<file path="src/logic/rx_link_pkg.sv">
// Link layout package for the memory-mapped packet receiver
// Channel framing, packet fields, grant codes and payload types

package rx_link_pkg;

  //////////////////////////////////////////////////////////////////////
  // PHY channel layout
  //////////////////////////////////////////////////////////////////////

  // Raw word per channel, half rate
  localparam int ch_width      = 80;

  // Usable bits once strobe and both markers are removed
  localparam int ch_data_width = 77;

  // Framing positions inside the raw word
  localparam int strobe_loc    = 1;
  localparam int marker_lo_loc = 39;
  localparam int marker_hi_loc = 79;

  //////////////////////////////////////////////////////////////////////
  // Packet layout
  //////////////////////////////////////////////////////////////////////

  localparam int packet_width    = 150;

  // Channel 0 usable bit 0 is the grant code, bits 1 up are packet
  localparam int ch0_packet_bits = 76;

  // Channel 1 starts with the rest of the packet
  localparam int ch1_packet_bits = 74;

  // Returned credits in channel 1, ar then aw then w
  localparam int credit_base     = 74;

  // Logic link payload widths, push bit sits right above the data
  localparam int r_data_width    = 135;
  localparam int b_data_width    = 6;

  //////////////////////////////////////////////////////////////////////
  // Grant codes
  //////////////////////////////////////////////////////////////////////

  // Write response owns the packet
  localparam logic grant_b = 1'b0;
  // Read response owns the packet
  localparam logic grant_r = 1'b1;

  //////////////////////////////////////////////////////////////////////
  // Types
  //////////////////////////////////////////////////////////////////////

  typedef logic [ch_width-1:0]      phy_word_t;
  typedef logic [ch_data_width-1:0] ch_data_t;
  typedef logic [packet_width-1:0]  packet_t;
  typedef logic [r_data_width-1:0]  r_data_t;
  typedef logic [b_data_width-1:0]  b_data_t;

endpackage

</file>
<file path="src/logic/rx_channel_deframer.sv">
// Channel deframer for one PHY word
// Drops strobe and marker bits, optional boundary register on the result

module rx_channel_deframer #(
  // 1 adds a boundary flop for timing, 0 leaves the path combinational
  parameter bit reg_phy = 1'b1
) (
  input  logic                    clk_rd,
  input  logic                    rst_rd_n,
  input  rx_link_pkg::phy_word_t  phy_word,
  output rx_link_pkg::ch_data_t   ch_data
);

  //////////////////////////////////////////////////////////////////////
  // Framing removal
  //////////////////////////////////////////////////////////////////////

  // Raw word map
  //   [0]       data
  //   [1]       strobe
  //   [38:2]    data
  //   [39]      lower marker
  //   [78:40]   data
  //   [79]      upper marker
  // Data bits keep their order, lowest raw bit lands in usable bit 0

  rx_link_pkg::ch_data_t ch_data_comb;

  assign ch_data_comb = {
    // Between the two markers
    phy_word[rx_link_pkg::marker_hi_loc-1 : rx_link_pkg::marker_lo_loc+1],
    // Between strobe and lower marker
    phy_word[rx_link_pkg::marker_lo_loc-1 : rx_link_pkg::strobe_loc+1],
    // Below the strobe
    phy_word[rx_link_pkg::strobe_loc-1 : 0]
  };

  //////////////////////////////////////////////////////////////////////
  // Boundary register
  //////////////////////////////////////////////////////////////////////

  generate
    if (reg_phy)
    begin : g_boundary_reg
      rx_link_pkg::ch_data_t ch_data_q;

      // Only the usable bits are kept, framing never reaches the flop
      always_ff @(posedge clk_rd or negedge rst_rd_n)
      begin
        if (!rst_rd_n)
        begin
          ch_data_q <= '0;
        end
        else
        begin
          ch_data_q <= ch_data_comb;
        end
      end

      assign ch_data = ch_data_q;
    end
    else
    begin : g_no_boundary_reg
      // Same cycle as the PHY word
      assign ch_data = ch_data_comb;
    end
  endgenerate

endmodule

</file>
<file path="src/logic/rx_packet_unpacker.sv">
// Packet unpacker for two deframed channel words
// Grant, packet and credit extraction plus r and b logic link decode

module rx_packet_unpacker (
  input  rx_link_pkg::ch_data_t  ch0_data,
  input  rx_link_pkg::ch_data_t  ch1_data,

  // Read response link
  output rx_link_pkg::r_data_t   rx_r_data,
  output logic                   rx_r_pushbit,
  output logic                   rx_r_push_ovrd,

  // Write response link
  output rx_link_pkg::b_data_t   rx_b_data,
  output logic                   rx_b_pushbit,
  output logic                   rx_b_push_ovrd,

  // Credits returned by the far side
  output logic                   rx_ar_credit,
  output logic                   rx_aw_credit,
  output logic                   rx_w_credit
);

  //////////////////////////////////////////////////////////////////////
  // Channel split
  //////////////////////////////////////////////////////////////////////

  logic                  grant_code;
  rx_link_pkg::packet_t  packet;

  // Channel 0 carries the grant code first
  assign grant_code = ch0_data[0];

  // Low packet bits follow the grant in channel 0,
  // channel 1 holds the upper part
  assign packet = {
    ch1_data[rx_link_pkg::ch1_packet_bits-1 : 0],
    ch0_data[rx_link_pkg::ch0_packet_bits : 1]
  };

  // Credits sit after the packet bits in channel 1
  assign rx_ar_credit = ch1_data[rx_link_pkg::credit_base];
  assign rx_aw_credit = ch1_data[rx_link_pkg::credit_base + 1];
  assign rx_w_credit  = ch1_data[rx_link_pkg::credit_base + 2];

  //////////////////////////////////////////////////////////////////////
  // Grant decode
  //////////////////////////////////////////////////////////////////////

  logic grant_is_r;
  logic grant_is_b;

  assign grant_is_r = (grant_code == rx_link_pkg::grant_r);
  assign grant_is_b = (grant_code == rx_link_pkg::grant_b);

  // Override is high on every cycle the link does not own
  assign rx_r_push_ovrd = !grant_is_r;
  assign rx_b_push_ovrd = !grant_is_b;

  // Push bit only counts when the packet belongs to that link
  assign rx_r_pushbit = grant_is_r && packet[rx_link_pkg::r_data_width];
  assign rx_b_pushbit = grant_is_b && packet[rx_link_pkg::b_data_width];

  //////////////////////////////////////////////////////////////////////
  // Payload
  //////////////////////////////////////////////////////////////////////

  // Both links see the low packet bits on every cycle,
  // the overrides decide which one is taken
  assign rx_r_data = packet[rx_link_pkg::r_data_width-1 : 0];
  assign rx_b_data = packet[rx_link_pkg::b_data_width-1 : 0];

endmodule

</file>
<file path="src/logic/rx_mem_master_top.sv">
// Receive top for the memory-mapped link
// Two channel deframers with boundary flops feeding the packet unpacker

module rx_mem_master_top (
  input  logic                    clk_rd,
  input  logic                    rst_rd_n,

  // PHY channel words
  input  rx_link_pkg::phy_word_t  rx_phy0,
  input  rx_link_pkg::phy_word_t  rx_phy1,

  // Read response link
  output rx_link_pkg::r_data_t    rx_r_data,
  output logic                    rx_r_pushbit,
  output logic                    rx_r_push_ovrd,

  // Write response link
  output rx_link_pkg::b_data_t    rx_b_data,
  output logic                    rx_b_pushbit,
  output logic                    rx_b_push_ovrd,

  // Returned credits
  output logic                    rx_ar_credit,
  output logic                    rx_aw_credit,
  output logic                    rx_w_credit
);

  //////////////////////////////////////////////////////////////////////
  // Deframing
  //////////////////////////////////////////////////////////////////////

  rx_link_pkg::ch_data_t ch0_data;
  rx_link_pkg::ch_data_t ch1_data;

  // Boundary flops on, so outputs follow the PHY by one clk_rd cycle
  rx_channel_deframer #(
    .reg_phy  (1'b1)
  ) u_deframer0 (
    .clk_rd   (clk_rd),
    .rst_rd_n (rst_rd_n),
    .phy_word (rx_phy0),
    .ch_data  (ch0_data)
  );

  rx_channel_deframer #(
    .reg_phy  (1'b1)
  ) u_deframer1 (
    .clk_rd   (clk_rd),
    .rst_rd_n (rst_rd_n),
    .phy_word (rx_phy1),
    .ch_data  (ch1_data)
  );

  //////////////////////////////////////////////////////////////////////
  // Unpacking
  //////////////////////////////////////////////////////////////////////

  // Purely combinational after the boundary flops
  rx_packet_unpacker u_unpacker (
    .ch0_data       (ch0_data),
    .ch1_data       (ch1_data),
    .rx_r_data      (rx_r_data),
    .rx_r_pushbit   (rx_r_pushbit),
    .rx_r_push_ovrd (rx_r_push_ovrd),
    .rx_b_data      (rx_b_data),
    .rx_b_pushbit   (rx_b_pushbit),
    .rx_b_push_ovrd (rx_b_push_ovrd),
    .rx_ar_credit   (rx_ar_credit),
    .rx_aw_credit   (rx_aw_credit),
    .rx_w_credit    (rx_w_credit)
  );

endmodule

</file>
<file path="config.mk">
export PLATFORM = sky130hd
export DESIGN_NAME = rx_mem_master_top
export DESIGN_NICKNAME = d
export VERILOG_FILES = /design/src/logic/rx_link_pkg.sv /design/src/logic/rx_channel_deframer.sv /design/src/logic/rx_packet_unpacker.sv /design/src/logic/rx_mem_master_top.sv
export SDC_FILE = /design/constraint.sdc
export NUM_CORES = 1
export LEC_CHECK = 0
export BUFFER_PORTS_ARGS = -buffer_cell sky130_fd_sc_hd__buf_2
export CORE_AREA = 2 2 119 121
export DETAILED_ROUTE_END_ITERATION = 16
export DIE_AREA = 0 0 121 123
export PLACE_DENSITY_LB_ADDON = 0.08
export SKIP_LAST_GASP = 1
export SLEW_MARGIN = 20
export SYNTH_ARGS = -nofsm -noshare
export SYNTH_HDL_FRONTEND = slang
export SYNTH_SLANG_ARGS = --single-unit
</file>
<file path="constraint.sdc">
create_clock -name clk_rd -period 0.8 [get_ports clk_rd]
set_input_delay 0.2 -clock clk_rd [delete_from_list [all_inputs] [get_ports clk_rd]]
set_output_delay 0.2 -clock clk_rd [all_outputs]
set_load 0.02 [all_outputs]
</file>
==> flow_summary_export.csv, run 1 <==
group,metric,value,unit
floorplan,die_y,123,um
logic_synthesis,synth_simple_gate_area_frac,0.00312,
status,status,"stopped before the end",
placed_design,dp_hpwl,7420,um
logic_synthesis,ys_seq_area_frac,0.874,
logic_synthesis,yosys_warnings,0,
clock_tree,h-tree-depth,4,
logic_synthesis,synth_top_family_by_area,"buffers and inverters",
logic_synthesis,synth.ff_latch_count,140,
logic_synthesis,synthCells,208,
logic_synthesis,syn_area,4010,um2
floorplan,num_rows,43,
logic_synthesis,synth_mux_area_frac,0,
clock_tree,cts_setup_buffers,0,
logic_synthesis,synth-compound-area-share,0,
clock_tree,ctsHoldBuffers,131,
logic_synthesis,synthAdderAreaFrac,0,
status,haltStage,"clock tree synthesis",
logic_synthesis,yosys-top-cells-area,"dfrtp_1, buf_4, and2_1",
floorplan,io_pins,310,
clock_tree,numCtsBuffers,17,
logic_synthesis,synth.net_count,370,
logic_synthesis,synth-xor-area-share,0,
status,tool.error,"[ERROR RSZ-0060] Max buffer count reached.",
logic_synthesis,syn_avg_cell_area,19.3,um2
clock_tree,cts_root_buf,"clkbuf_16",
logic_synthesis,ys_types,5,
placed_design,portBuffers,289,
placed_design,gp_congestion,0.718,
logic_synthesis,synth_top_area_frac,0.874,
floorplan,die_x,121,um
floorplan,floorplan.initialDensity,0.294,
clock_tree,cts.sinks,140,
logic_synthesis,synth_area_leader_cell,"dfrtp_1",
clock_tree,postCtsResizedCells,294,
clock_tree,cts_buffer_depth,2,
metrics by stage:
step | area (um2) | setup TNS [ns] | hold WS, ns | instances | setup slack (ns)
2_1_floorplan | 4030 | -0.0999 | -0.0956 | 208 | -0.0382
3_3_place_gp | 5350 | -0.199 | 0.0965 | 621 | -0.101
3_5_place_dp | 5350 | -0.205 | 0.100 | 621 | -0.106
Yosys cell counts, drive strengths merged:
cell type	number
inv	1
dfrtp	140
buf	65
nor2b	1
and2	1
logic make-up after synthesis:
group | after synthesis
flip-flops | 140
buffers and inverters | 66
AND/OR/NAND/NOR | 2
==> run 2: changes to the inputs <==
--- a/config.mk
+++ b/config.mk
@@ -6,10 +6,10 @@
 export NUM_CORES = 1
 export LEC_CHECK = 0
 export BUFFER_PORTS_ARGS = -buffer_cell sky130_fd_sc_hd__buf_2
-export CORE_AREA = 2 2 119 121
+export CORE_MARGIN = 2
+export CORE_UTILIZATION = 20
 export DETAILED_ROUTE_END_ITERATION = 16
-export DIE_AREA = 0 0 121 123
-export PLACE_DENSITY_LB_ADDON = 0.08
+export PLACE_DENSITY_LB_ADDON = 0.15
 export SKIP_LAST_GASP = 1
 export SLEW_MARGIN = 20
 export SYNTH_ARGS = -nofsm -noshare
==> flow_summary_export.csv, run 2 <==
group,metric,value,unit
clock_tree,numCtsBuffers,17,
status,violations,"setup timing",
finish,instances_no_fill,874,
finish,areaGrowthSynthToFinish,107,%
logic_synthesis,ys.flop_type,"dfrtp_1",
finish,n_antenna_cell,0,
logic_synthesis,synth.net_count,370,
logic_synthesis,yosys_warnings,0,
setup_path,startpoint,"u_deframer0.ch_data[0]$_DFF_PN0_",
logic_synthesis,syn_avg_cell_area,19.3,um2
timing,tns,-46.21,ns
route,antenna_left,0,
grt,grt_use_total,0.114,
route,drt_iter0_drc,38,
grt,antenna_found_initial,0,
logic_synthesis,synthMostInstantiatedCell,"dfrtp_1",
grt,grt_pass1_wl,18700,um
setup_path,path_max_fanout,4,
timing,fmax,767,MHz
clock_tree,cts_buffer_depth,2,
placed_design,placed_cells_incl_taps,702,
logic_synthesis,synth.ff_latch_count,140,
clock_tree,cts.sinks,140,
timing,setup_ws,-0.504,ns
placed_design,dp_hpwl,8010,um
logic_synthesis,synthCells,208,
grt,grt_pass1_vias,3508,
grt,grt-ovfl-total,0,
finish,mostFrequentLayoutCell,"buf_6",
setup_path,critPathRequiredTime,0.60,ns
timing,fin_crit,1.30,ns
setup_path,end_kind,"output pin",
run,maxCapViolCount,0,
power,peakVddDrop,0.00141,V
setup_path,arrival,1.10,ns
status,status,"finished, violations left",
logic_synthesis,yosys-top-cells-count,"dfrtp_1, buf_4, and2_1, inv_1, nor2b_1",
timing,min_period_over_period,1.63,
route,routed_via_density,3.43,
floorplan,die_y,146,um
finish,fillCellCount,1781,
route,first_pass_iters,3,
placed_design,post_dp_cell_area,5400,um2
floorplan,io_pins,310,
route,routed_wl,11700,um
floorplan,fp.coreArea,19600,um2
route,drc,0,
timing,drv_slew,0,
logic_synthesis,syn_area,4010,um2
power,leakagePower,3.99,nW
timing,hold_violations,0,
min_path,hp-class,"in2async",
floorplan,num_rows,51,
grt,grt_max_degree,48,
finish,design_area,8300,um2
logic_synthesis,ys_types,5,
placed_design,gp_congestion,0.767,
logic_synthesis,synth_edf_count,0,
logic_synthesis,synth_top_area_frac,0.874,
timing,finalSetupViolCount,148,
clock_tree,cts_tree,"done",
placed_design,place_ws,-0.101,ns
logic_synthesis,yosys-top-cells-area,"dfrtp_1, buf_4, and2_1",
finish,final_cell_mix,"buf_6, dlygate4sd3_1, buf_2, dfrtp_1, clkbuf_16",
setup_path,worstSetupPathType,"reg2out",
route,wl_per_cell,13.3,um
finish,nets,759,
timing,rsz0062_at_grt,"true",
logic_synthesis,ys_seq_area_frac,0.874,
grt,use_met3,0.0580,
floorplan,die_x,146,um
placed_design,portBuffers,289,
timing,max-slew-margin-rel,0.829,
floorplan,dieArea,21200,um2
finish,largest_reg_flops,77,
clock_tree,cts_root_buf,"clkbuf_16",
route,vias,2999,
timing,worst_pin_slew,0.257,ns
grt,grt_busiest_layer,"met2",
power,power,17.5,mW
clock_tree,h-tree-depth,4,
finish,final_util,0.424,
clock_tree,clk_pin_slew,0.05,ns
floorplan,floorplan.initialDensity,0.205,
timing,whs,0.200,ns
grt,use_met2,0.206,
logic_synthesis,synth_area_leader_cell,"dfrtp_1",
setup_path,cp-start-kind,"flip-flop",
power,cellPowerDensity,2110,nW/um2
finish,drive_above_1_share,0.544,
grt,use_met1,0.112,
logic_synthesis,async_reset_ff_frac,1.00,
[run 2: cell counts after synthesis]
Identical to the previous run, type by type.
[run 2: layout make-up]
type / instances / area, um2 / area share
clock buffer: 26 / 509 / 0.0614
clock inverter: 5 / 57.6 / 0.00694
inverter: 1 / 3.75 / 0.000452
multi-input combinational: 2 / 22.5 / 0.00271
sequential: 140 / 3510 / 0.423
tap: 265 / 332 / 0.0400
timing repair buffer: 435 / 3860 / 0.465
[run 2: power breakdown]
group	total, mW	leakage [nW]	switching (mW)	internal [mW]
clock	7.41	0.269	2.74	4.67
sequential	7.64	1.62	0.188	7.45
combinational	2.45	2.09	1.02	1.44
total	17.5	3.99	3.95	13.6
[run 2: path summary, 6_finish.rpt]
check | end | slack (ns) | cells past startpoint
worst max-delay path | rx_r_pushbit | -0.50 | 2
worst min-delay path | u_deframer0.ch_data[7]$_DFF_PN0_ | 0.20 | 2
max in group asynchronous | u_deframer0.ch_data[6]$_DFF_PN0_ | 0.10 | 3
min in group clk_rd | u_deframer0.ch_data[31]$_DFF_PN0_ | 0.43 | 2
[run 2: cell families (layout without fill, tap and decap cells)]
logic type    count (synthesis)  in the layout  share of synthesized area
simple gates                  2              2                    0.00312
flops                       140            140                      0.874
buf+inv                      66            467                      0.123
[run 2: metal layers]
| layer | vias to the layer above | wire [um] |
|---|---|---|
| met3 | 13 | 1040 |
| met2 | 169 | 6440 |
| met5 | - | 0 |
| met1 | 1469 | 3970 |
| li1 | 1348 | - |
| met4 | 0 | 226 |
[run 2: worst max-delay path, cell delays in order, from the launching register on]
cell     delay, ns
dfrtp_2       0.43
and2_4        0.15
buf_6         0.12
[run 2: timing repair]
action / CTS / global route
setup buffers: 0 / 0
endpoints found under the setup margin: 148 / 148
hold buffers: 141 / 0
gates resized for setup: 294 / 0
endpoints found under the hold margin: 280 / 0
No activity file was read; power rests on OpenSTA's default activity.
